--- src/hdl/core_pkg.sv ---
package core_pkg;

  localparam int word_w    = 32;
  localparam int op_w      = 4;
  localparam int operand_w = 28;

  typedef enum logic [op_w-1:0] {
    op_load    = 4'd1,
    op_imm     = 4'd2,
    op_illegal = 4'hf
  } opcode_e;

  // substituted for a word whose fetch failed
  localparam logic [word_w-1:0] illegal_insn = {op_illegal, {operand_w{1'b0}}};

  typedef struct packed {
    logic [word_w-1:0]    pc;
    opcode_e              op;
    logic [operand_w-1:0] operand;
  } decoded_t;

  typedef struct packed {
    logic [word_w-1:0] pc;
    opcode_e           op;
    logic [word_w-1:0] value;
    logic              err;
  } result_t;

endpackage

--- src/hdl/mem_pkg.sv ---
package mem_pkg;

  localparam int addr_w      = 32;
  localparam int data_w      = 32;
  localparam int ram_words   = 256;
  localparam int ram_latency = 2;
  localparam int ram_idx_w   = $clog2(ram_words);
  localparam int lat_cnt_w   = $clog2(ram_latency + 1);

  // axi style encodings, exokay and decerr unused
  typedef enum logic [1:0] {
    resp_okay   = 2'b00,
    resp_slverr = 2'b10
  } resp_e;

  typedef struct packed {
    logic [addr_w-1:0] araddr;
  } ar_chan_t;

  typedef struct packed {
    logic [data_w-1:0] rdata;
    resp_e             rresp;
  } r_chan_t;

endpackage
--- src/hdl/fetch_unit.sv ---
`timescale 1ns/1ps

module fetch_unit import mem_pkg::*, core_pkg::*; (
  input  logic              clk,
  input  logic              rstn,
  input  logic              run,
  input  logic [word_w-1:0] start_pc,
  output logic              ifu_arvalid,
  input  logic              ifu_arready,
  output ar_chan_t          ifu_ar,
  input  logic              ifu_rvalid,
  output logic              ifu_rready,
  input  r_chan_t           ifu_r,
  output logic              fetch_valid,
  input  logic              fetch_ready,
  output logic [word_w-1:0] fetch_word,
  output logic [word_w-1:0] fetch_pc,
  output logic              fetch_err
);
  typedef enum logic [1:0] {
    st_idle,
    st_request,
    st_wait_data,
    st_hand_off
  } fetch_state_e;

  fetch_state_e      state;
  logic [word_w-1:0] pc;

  assign ifu_arvalid = (state == st_request);
  assign ifu_ar      = '{araddr: pc};
  assign ifu_rready  = (state == st_wait_data);
  assign fetch_valid = (state == st_hand_off);

  always_ff @(posedge clk) begin
    if (!rstn) begin
      state <= st_idle;
      pc    <= start_pc;
    end else begin
      case (state)
        st_idle:      if (run) state <= st_request;
        st_request:   if (ifu_arready) state <= st_wait_data;
        st_wait_data: if (ifu_rvalid) begin
          state <= st_hand_off;
          pc    <= pc + 32'd4;
        end
        st_hand_off:  if (fetch_ready) state <= run ? st_request : st_idle;
        default:      state <= st_idle;
      endcase
    end
  end

  always_ff @(posedge clk) begin
    if (ifu_rvalid && ifu_rready) begin
      fetch_pc   <= pc;
      fetch_err  <= (ifu_r.rresp != resp_okay);
      fetch_word <= (ifu_r.rresp == resp_okay) ? ifu_r.rdata : illegal_insn;
    end
  end

endmodule

--- config.mk ---
export PLATFORM = sky130hd
export DESIGN_NAME = fetch_unit
export DESIGN_NICKNAME = d
export VERILOG_FILES = /design/src/hdl/core_pkg.sv /design/src/hdl/mem_pkg.sv /design/src/hdl/fetch_unit.sv
export SDC_FILE = /design/constraint.sdc
export NUM_CORES = 1
export LEC_CHECK = 0
export BUFFER_PORTS_ARGS = -buffer_cell sky130_fd_sc_hd__buf_4
export CELL_PAD_IN_SITES_DETAIL_PLACEMENT = 0
export CELL_PAD_IN_SITES_GLOBAL_PLACEMENT = 1
export CORE_MARGIN = 4
export CORE_UTILIZATION = 38
export CTS_BUF_LIST = sky130_fd_sc_hd__clkbuf_16
export DETAILED_ROUTE_END_ITERATION = 10
export PLACE_DENSITY_LB_ADDON = 0.1
export SLEW_MARGIN = 20
export SYNTH_ARGS = -nofsm -noshare
export SYNTH_HDL_FRONTEND = slang
export SYNTH_SLANG_ARGS = --single-unit
--- constraint.sdc ---
create_clock -name clk -period 4.7 [get_ports clk]
set_clock_uncertainty 0.15 [all_clocks]
set_input_delay 1.41 -clock clk [delete_from_list [all_inputs] [get_ports clk]]
set_output_delay 1.41 -clock clk [all_outputs]
set_load 0.01 [all_outputs]
# Word level (Yosys, flattened, before mapping)
# Index checks and enable logic that the tools add are counted.
# Widths: inputs -> output; s select.
op_classes:
  shifts: 0
  n_lt_le_gt_ge: 0
  bitwise_logic: 0
  n_mux: 9
  n_mul: 0
  n_reduce_logical: 6
  n_div: 0
  eq_ne: 9
  n_addsub: 1
ops:
  columns: ["operator", "count"]
  rows:
  - ["$mux 32", 3]
  - ["$add 32x3->32 const B", 1]
  - ["$mux 2", 4]
  - ["$ne 2x1->1 const B", 4]
  - ["$pmux 2 s4", 1]
  - ["$eq 2x2->1 const B", 2]
  - ["$logic_not 2->1", 2]
  - ["$ne 2x2->1 const B", 2]
  - ["$reduce_and 4->1", 1]
  - ["$eq 2x1->1 const B", 1]
  - ["$reduce_and 2->1", 1]
  - ["$reduce_bool 2->1", 1]
  - ["$logic_and 1x1->1", 1]
  - ["$mux 1", 1]
totals:
  regBits: 99
  latchBits: 0
  mem_bits_ro: 0
  elab_cells: 30
  n_memories: 0
  ram_bits: 0

# Depth between registers and ports, before layout
# Gate-level depths: netlist of run 1.
logic_depth:
  depth_word: 4
  mapped_depth: 6
  ltp_nobuf: 6

# Least setup slack after synthesis of run 1
# No wires, ideal clock.
synth_path:
  kind: "input to register"
  from: "input port ifu_rvalid"
  to: "register pc[10] (netlist: ifu_ar[10]) (enable)"
  arrival_time_ns: 3.879
  setup_ns: 0.391
  path_stages: 2
  slack_ns: 0.280
  path_buffers: 0
  path_cell_list: "and2_1 > nand2b_1"
synth_between:
  elab_chain_len: 2
synth_rtl:
  columns: ["item", "line_no", "source"]
  rows:
  - ["start, declared", "fetch_unit.sv:11", "input logic ifu_rvalid,"]
  - ["$ne 2x1->1 (no line)", null, null]
  - ["$reduce_and 2->1 (no line)", null, null]
  - ["end signal, assigned", "fetch_unit.sv:38", "pc <= start_pc;"]
  - ["end signal, assigned", "fetch_unit.sv:45", "pc <= pc + 32'd4;"]
  - ["end, declared", "fetch_unit.sv:28", "logic [word_w-1:0] pc;"]
# Every way passes these cells.
# A chain may end at the register's enable or synchronous reset.

# Final worst setup path of run 1
layout_path:
  from: "input port rstn"
  to: "register pc[26] (netlist: ifu_ar[26]) (enable)"
layout_between:
  elab_chain_len: 2
  word_cells_on_any_way: 3
  cone_classes: "2 x eq/ne; 1 x reduce/logical"
layout_rtl:
  columns: ["item", "line_no", "source"]
  rows:
  - ["start, declared", "fetch_unit.sv:5", "input logic rstn,"]
  - ["$ne 2x1->1 (no line)", null, null]
  - ["$reduce_and 2->1 (no line) *", null, null]
# Every way passes the cells marked *; elsewhere a longest branch is shown, timed or not.

==> results.ini, run 1 <==
[timing]
hold_slack_ns = 0.338
setup_violations = 0
hold_viol_final = 0
finalWorstSetupSlack_ns = 1.82
slew-limit-headroom = 0.317
fmax_mhz = 347
worstMarginPinSlew_ns = 1.01
rsz0062_at_grt = false
tns_ns = 0
period_needed_ns = 2.88
slew_viol_final = 0
fin_crit_sh = 0.613

[final_layout]
final_common_cell = buf_4
layout_common_cells = buf_4 (174), edfxtp_1 (97), nor2_1 (29)
final_nets = 567
multi_input_area_um2 = 1250
syn2layout_area_growth_pct = 38.2
fill_cells = 976
drive_gt1_frac = 0.401
postLayoutCoreUtil = 0.544
final-seq-area_um2 = 2950
antenna_cells = 0

[outcome]
status = finished, final reports clean

[logic_synthesis]
synth.distinct_cells = 46
synth.avg_cell_area_um2 = 13.6
synth_edf_count = 97
syn-num-nets = 396
syn_inst = 319
syn_area_um2 = 4320
ys_seq_area_frac = 0.683
synthArstFlopShare = 0
synth_ff_type = edfxtp_1
yosysWarningCount = 0
ys_seq_elements = 99

[critical_path]
end_kind = flip-flop
start_kind = primary input
arrival_ns = 2.81
path_cells = buf_4 -> nand2b_1 -> buf_4
r2r-end = ifu_ar[28]
path_class = primary input to flip-flop
timing.rr.start = ifu_ar[3]
reg2reg_slack_ns = 2.06
path_common_cell = buf_4
cpMaxStageDelayCell = nand2b_1
cpPeakStageDelay_ns = 0.53
crit_required_ns = 4.63
crit_end = ifu_ar[26]
path_max_fanout = 59
r2r_cells = 5
startpoint = rstn

[die]
start_util = 0.394
core_um2 = 11000
die_y_um = 115
std_cell_rows = 38
io_pins = 172
die_area_um2 = 13100
fp.dieW_um = 115

[route]
first_iter_violations = 197
postRouteAntennaNets = 0
drcViolationCount = 0
dr.pass1.iters = 4
via_per_inst = 4.98
vias = 3158
wire_per_inst_um = 16.7
wl_um = 10600

[global_route]
overflow = 0
grt_use_total = 0.161
grt_pass1_vias = 3087
grt_max_degree = 66
grt_pass1_wl_um = 16400
antenna_found_initial = 0

[min_path]
holdPathStages = 0
worstHoldPathType = flip-flop to flip-flop

[clock_network]
cts_root_buf = clkbuf_16
clock_sinks = 99
cts.path.max_buffers = 2
post_cts_resized = 0
postCtsHoldBufs = 0
cts_htree_levels = 3
post-cts-setup-buffers = 0
path_clk_slew_ns = 0.06
clock_latency_ns = 0.34
cts_tree = built
cts_buffers = 9

[job]
drv_cap = 0

[placed_design]
portBuffers = 171
dp_hpwl_um = 7500
place_ws_ns = 1.44
gp_congestion = 0.739

[pwr]
p_leak_uw = 0.00233
power_density_nw_per_um2 = 399
ir_worst_vdd_mv = 0.176

registers in the layout, indices dropped and copies added, names as in the netlist:
name	cells
fetch_pc	32
ifu_ar	32
fetch_err	1
state	2
fetch_word	32
report_power, final:
group	leakage [µW]	total [µW]	internal [µW]	switching, µW
Sequential	0.000918	1230	1130	96.3
Combinational	0.00128	493	242	251
Clock	0.000130	662	352	310
per-stage QoR:
step,total power (µW),instances,cell area (µm²)
floorplan,1470,319,4320
global placement,1740,619,5710
detailed placement,1750,619,5710
CTS,2410,634,5970
global route,2510,634,5970
finish,2380,634,5970
worst min-delay path by stage:
stage	from	end	slack, ns
after floorplan	ifu_ar[0]	fetch_pc[0]	0.35
after global placement	ifu_ar[0]	fetch_pc[0]	0.31
after detailed placement	ifu_ar[1]	fetch_pc[1]	0.30
after CTS	ifu_ar[1]	fetch_pc[1]	0.34
after global routing	ifu_ar[1]	fetch_pc[1]	0.36
final	ifu_ar[1]	fetch_pc[1]	0.34
logic make-up (layout without fill, tap and decap cells):
family,count (synthesis),in the layout,share of synthesized area
AOI/OAI and AO/OA,46,46,0.0666
xor gates and xnor gates,14,14,0.0284
adders and majority gates,5,5,0.0145
buffers and inverters,22,197,0.0284
DFF,99,99,0.683
muxes,2,2,0.00492
and+or+nand+nor,131,131,0.174
critical path: cells and delay by family:
kind,cells,cell delay [ns]
buf+inv,2,0.85
simple gates,1,0.53
synth_stat cells (all sizes together), types with 2 or more instances:
library cell / instances / area [µm²]
xnor2: 6 / 52.6
a21oi: 15 / 75.1
dfxtp: 2 / 40.0
clkbuf: 8 / 30.0
ha: 5 / 62.6
a31oi: 11 / 68.8
and3: 6 / 38.8
nand2b: 4 / 25.0
and4: 5 / 46.3
nor2b: 2 / 12.5
or3: 9 / 57.6
or4: 9 / 72.6
o31a: 2 / 17.5
nand2: 11 / 41.3
nand3: 10 / 55.1
nor4: 4 / 25.0
buf: 5 / 52.6
nor2: 29 / 109
o31ai: 7 / 52.6
nand4: 10 / 68.8
o21ai: 5 / 25.0
and2: 29 / 181
xor2: 8 / 70.1
edfxtp: 97 / 2910
inv: 7 / 26.3
area by class of cell:
class                      count  share of cell area
timing repair buffer         174               0.219
sequential                    99               0.494
tap                          140              0.0293
inverter                       8             0.00503
clock buffer                   9              0.0377
multi-input combinational    198               0.209
clock inverter                 6             0.00566
metal layers:
metal / routed length, µm / share of wire / vias up / global-route usage
li1: - / - / 1556 / -
met1: 4730 / 0.45 / 1460 / 0.225
met2: 4720 / 0.44 / 126 / 0.239
met3: 985 / 0.093 / 16 / 0.0381
met4: 183 / 0.017 / 0 / 0.0673
met5: 0 / 0 / - / 0
Power figures use the tool's default switching activity.
==> run 2: changes to the inputs <==
--- a/config.mk
+++ b/config.mk
@@ -5,11 +5,12 @@
 export SDC_FILE = /design/constraint.sdc
 export NUM_CORES = 1
 export LEC_CHECK = 0
+export ABC_AREA = 1
 export BUFFER_PORTS_ARGS = -buffer_cell sky130_fd_sc_hd__buf_4
 export CELL_PAD_IN_SITES_DETAIL_PLACEMENT = 0
 export CELL_PAD_IN_SITES_GLOBAL_PLACEMENT = 1
 export CORE_MARGIN = 4
-export CORE_UTILIZATION = 38
+export CORE_UTILIZATION = 37
 export CTS_BUF_LIST = sky130_fd_sc_hd__clkbuf_16
 export DETAILED_ROUTE_END_ITERATION = 10
 export PLACE_DENSITY_LB_ADDON = 0.1
==> constraint.sdc (replaced) <==
create_clock -name clk -period 3 [get_ports clk]
set_clock_uncertainty 0.15 [all_clocks]
set_input_delay 0.9 -clock clk [delete_from_list [all_inputs] [get_ports clk]]
set_output_delay 0.9 -clock clk [all_outputs]
set_load 0.01 [all_outputs]
==> results.ini, run 2 <==
[outcome]
status = finished, final reports clean

[die]
die_area_um2 = 14200
fp.dieW_um = 119
die_y_um = 119
std_cell_rows = 40
io_pins = 172
core_um2 = 12100
start_util = 0.379

[job]
drv_cap = 0

[critical_path]
arrival_ns = 1.28
path_max_fanout = 6
reg2reg_slack_ns = 1.14
startpoint = state[0]
r2r-end = fetch_word[24]
start_kind = flip-flop
path_class = flip-flop to output port
end_kind = output port
crit_required_ns = 1.95
r2r_cells = 5
crit_end = ifu_rready
timing.rr.start = state[0]

[timing]
slew-limit-headroom = 0.378
period_needed_ns = 2.33
tns_ns = 0
slew_viol_final = 0
fin_crit_sh = 0.777
fmax_mhz = 429
hold_viol_final = 0
worstMarginPinSlew_ns = 0.932
rsz0062_at_grt = false
setup_violations = 0

[global_route]
grt_max_degree = 43
grt_pass1_wl_um = 18500
grt_pass1_vias = 3563
overflow = 0
antenna_found_initial = 0
grt_use_total = 0.167

[clock_network]
clock_sinks = 99
postCtsHoldBufs = 0
post_cts_resized = 0
post-cts-setup-buffers = 0
cts_htree_levels = 3
cts_buffers = 9
cts.path.max_buffers = 2
cts_tree = built
cts_root_buf = clkbuf_16
path_clk_slew_ns = 0.07
clock_latency_ns = 0.35

[logic_synthesis]
synth_xor_xnor_area_share = 0.00957
netlist_top_cells_count = nand2_1 (132), edfxtp_1 (97), nor2_1 (64), inv_1 (59), nand3_1 (31)
synth.distinct_cells = 26
synth_top_family_by_area = simple AND/OR/NAND/NOR gates
ys_seq_area_frac = 0.646
synth.avg_cell_area_um2 = 9.97
muxShareOfSynthArea = 0
synth_fa_ha_area_frac = 0.0137
synth_ff_type = edfxtp_1
synthMostInstantiatedCell = nand2_1
syn_inst = 459
yosys.area.top_type = edfxtp_1
synthArstFlopShare = 0
ys_seq_elements = 99
syn_area_um2 = 4570
synthTopCellsByArea = edfxtp_1 (64%), nand2_1 (11%), nor2_1 (5.3%)
synth-simple-area-share = 0.249
yosys.area.top_type_share = 0.637
synth_edf_count = 97
synth_compound_area_frac = 0.0211
yosysWarningCount = 0
syn-num-nets = 536

[pwr]
ir_worst_vdd_mv = 0.368
power_density_nw_per_um2 = 616
p_leak_uw = 0.00288
p_total_uw = 3930

[route]
drcViolationCount = 0
via_per_inst = 4.45
wl_um = 11500
vias = 3599
dr.pass1.iters = 4
first_iter_violations = 231
postRouteAntennaNets = 0
wire_per_inst_um = 14.2

[placed_design]
placed_cell_area_um2 = 6060
gp_congestion = 0.814
portBuffers = 171
dp_hpwl_um = 8440

[final_layout]
final_common_cell = buf_4
syn2layout_area_growth_pct = 39.5
antenna_cells = 0
final_nets = 713
fill_cells = 1115
layout_common_cells = buf_4 (176), nand2_1 (132), edfxtp_1 (97)
drive_gt1_frac = 0.340
fin_area_um2 = 6380

[min_path]
worstHoldPathType = flip-flop to flip-flop

==> run 2: cell count changes after synthesis, sizes merged, moves of 7 or more <==
cell,before,now
a21oi,15,3
o31ai,7,0
o21ai,5,15
nor2,29,77
or4,9,0
inv,7,63
nand4,10,1
and2,29,4
nand2,11,138
or3,9,0
a31oi,11,1
nand3,10,31
==> run 2: how the worst min path moves through the flow <==
stage / start / slack, ns / cells past startpoint / to
2_1_floorplan: ifu_ar[0] / 0.35 / 0 / fetch_pc[0]
3_3_place_gp: ifu_ar[0] / 0.28 / 0 / fetch_pc[0]
3_5_place_dp: ifu_ar[0] / 0.30 / 0 / fetch_pc[0]
4_1_cts: ifu_ar[0] / 0.31 / 0 / fetch_pc[0]
5_1_grt: ifu_ar[0] / 0.32 / 0 / fetch_pc[0]
6_report: ifu_ar[0] / 0.31 / 0 / fetch_pc[0]
==> run 2: final cells by class <==
| class | count | area (µm²) | share of cell area |
|---|---|---|---|
| clock buffer | 9 | 225 | 0.0353 |
| clock inverter | 7 | 92.6 | 0.0145 |
| inverter | 63 | 236 | 0.0371 |
| multi-input combinational | 287 | 1340 | 0.211 |
| sequential | 99 | 2950 | 0.463 |
| tap | 168 | 210 | 0.0329 |
| timing repair buffer | 176 | 1320 | 0.207 |
==> run 2: kinds of logic after synthesis <==
kind of cell | Yosys count
AND/OR/NAND/NOR | 258
flip-flops | 99
buffers and inverters | 73
AO/OA/AOI/OAI | 19
XOR/XNOR | 5
adder cells (fa/ha/maj) | 5
==> run 2: critical path: stages (launching register included) <==
cell	delay, ns
dfxtp_1	0.44
inv_1	0.10
ha_1	0.24
buf_4	0.15
==> run 2: report_power, final <==
| part | leakage (µW) | internal [µW] | switching [µW] |
|---|---|---|---|
| Clock | 0.000155 | 729 | 510 |
| Sequential | 0.000932 | 1770 | 137 |
| Combinational | 0.00180 | 355 | 434 |
==> run 2: stage by stage <==
step | worst slack [ns] | util | hold slack (ns) | std cells
6_report | 0.668 | 0.529 | 0.310 | 809
5_1_grt | 0.597 | 0.529 | 0.323 | 809
4_1_cts | 0.671 | 0.529 | 0.313 | 809
3_5_place_dp | 0.614 | 0.503 | 0.297 | 793
3_3_place_gp | 0.663 | 0.503 | 0.285 | 793
2_1_floorplan | 0.195 | - | 0.349 | 459
==> run 2: per-layer routing <==
layer  track usage  routed length (µm)  up-vias  part of all wire
li1              -                   -     1828                 -
met1         0.226                5330     1638              0.46
met2         0.256                5200      121              0.45
met3        0.0451                 792       12             0.069
met4        0.0652                 197        0             0.017
met5             0                   0        -                 0
==> run 3: changes to the inputs <==
--- a/config.mk
+++ b/config.mk
@@ -5,12 +5,12 @@
 export SDC_FILE = /design/constraint.sdc
 export NUM_CORES = 1
 export LEC_CHECK = 0
-export ABC_AREA = 1
+export ABC_AREA = 0
 export BUFFER_PORTS_ARGS = -buffer_cell sky130_fd_sc_hd__buf_4
 export CELL_PAD_IN_SITES_DETAIL_PLACEMENT = 0
 export CELL_PAD_IN_SITES_GLOBAL_PLACEMENT = 1
 export CORE_MARGIN = 4
-export CORE_UTILIZATION = 37
+export CORE_UTILIZATION = 38
 export CTS_BUF_LIST = sky130_fd_sc_hd__clkbuf_16
 export DETAILED_ROUTE_END_ITERATION = 10
 export PLACE_DENSITY_LB_ADDON = 0.1
==> constraint.sdc (replaced) <==
create_clock -name clk -period 2.21 [get_ports clk]
set_clock_uncertainty 0.15 [all_clocks]
set_input_delay 0.663 -clock clk [delete_from_list [all_inputs] [get_ports clk]]
set_output_delay 0.663 -clock clk [all_outputs]
set_load 0.01 [all_outputs]
==> results.ini, run 3 (synthesis results as in run 1) <==
[timing]
slew_viol_final = 0
fmax_mhz = 483
hold_slack_ns = 0.329
hold_viol_final = 0
finalWorstSetupSlack_ns = 0.141
period_needed_ns = 2.07
fin_crit_sh = 0.936
rsz0062_at_grt = false
slew-limit-headroom = 0.695
worstMarginPinSlew_ns = 0.458
setup_violations = 0

[critical_path]
path_class = flip-flop to flip-flop
timing.rr.start = ifu_ar[2]
reg2reg_slack_ns = 0.14
start_kind = flip-flop
r2r_cells = 5
r2r-end = ifu_ar[28]
end_kind = flip-flop
path_max_fanout = 6
startpoint = ifu_ar[2]
arrival_ns = 2.09
crit_required_ns = 2.24

[final_layout]
layout_common_cells = buf_4 (202), edfxtp_1 (97), nor2_1 (29)
fill_cells = 970
final-seq-area_um2 = 2950
multi_input_area_um2 = 1280
final_common_cell = buf_4
postLayoutCoreUtil = 0.570
syn2layout_area_growth_pct = 44.8
final_nets = 598
drive_gt1_frac = 0.441
antenna_cells = 0

[min_path]
worstHoldPathType = flip-flop to flip-flop
holdPathEnd = fetch_pc[1]
hold_start = ifu_ar[1]
holdPathStages = 0

[global_route]
grt_max_degree = 66
overflow = 0
antenna_found_initial = 0
grt_pass1_wl_um = 16700
grt_use_total = 0.163
grt_pass1_vias = 3202

[clock_network]
cts_root_buf = clkbuf_16
cts_htree_levels = 3
clock_sinks = 99
cts_buffers = 9
cts.path.max_buffers = 2
cts_tree = built
clock_latency_ns = 0.33
path_clk_slew_ns = 0.07

[route]
drcViolationCount = 0
via_per_inst = 4.87
first_iter_violations = 149
postRouteAntennaNets = 0
dr.pass1.iters = 4
wl_um = 10800
wire_per_inst_um = 16.2
vias = 3245

[outcome]
status = finished, final reports clean

[placed_design]
place_ws_ns = -0.00102
gp_congestion = 0.813
dp_hpwl_um = 7860
portBuffers = 171

[die]
io_pins = 172
core_um2 = 11000
start_util = 0.394
std_cell_rows = 38
fp.dieW_um = 115
die_area_um2 = 13100
die_y_um = 115

[pwr]
p_leak_uw = 0.00248
power_density_nw_per_um2 = 827
power.share.sequential = 0.488
ir_worst_vdd_mv = 0.600
comb_power_share = 0.242
clkPwrFrac = 0.269
switching_power_uw = 1410
p_int_uw = 3760
swShare = 0.273

[job]
drv_cap = 0

[run 3: layout make-up]
type                    instances  share of cell area
inverters                       8             0.00480
clock inverters                 7             0.00600
clock buffers                   9              0.0360
multi-input cells             198               0.205
flip-flops and latches         99               0.472
repair buffers                205               0.249
well taps                     140              0.0280
[run 3: metal layers]
metal  GRT usage  vias up  part of all wire  wire [µm]
met3      0.0412        4             0.073        788
li1            -     1613                 -          -
met1       0.218     1517              0.43       4640
met5           0        -                 0          0
met2       0.262      111              0.49       5300
met4      0.0475        0            0.0069         74
[run 3: worst max-delay path by stage]
stage                             to  depth (start not counted)
after CTS                 ifu_ar[28]                          5
after global placement    ifu_ar[28]                          5
after global routing      ifu_ar[29]                          4
final                     ifu_ar[28]                          5
after detailed placement  ifu_ar[28]                          5
after floorplan           ifu_ar[28]                          5
[run 3: metrics by stage]
step / instances / area [µm²] / total power, µW / setup TNS [ns]
2_1_floorplan: 319 / 4350 / 3120 / 0
3_3_place_gp: 646 / 5950 / 3800 / 0
3_5_place_dp: 646 / 5950 / 3830 / -0.00102
4_1_cts: 666 / 6260 / 5250 / 0
5_1_grt: 666 / 6260 / 5440 / 0
6_report: 666 / 6260 / 5170 / 0
[run 3: power by group through the flow]
stage	Combinational [µW]	Sequential (µW)	Clock, µW
2_1_floorplan	421	2700	0
3_3_place_gp	1240	2560	0
3_5_place_dp	1260	2570	0
4_1_cts	1280	2530	1440
5_1_grt	1380	2560	1510
6_report	1250	2530	1390
[run 3: timing repair]
action / 4_1_cts / 5_1_grt
gates resized for setup: 4 / 1
hold buffers: 0 / 0
endpoints found under the hold margin: 0 / 0
pin swaps: 6 / 1
setup endpoints to repair: 1 / 11
buffers inserted: 4 / 0
[run 3: critical path: stages, from the launching register on]
cell	delay [ns]
edfxtp_1	0.40
ha_4	0.17
nand4_4	0.07
or4_4	0.49
or4_1	0.49
a31oi_1	0.15
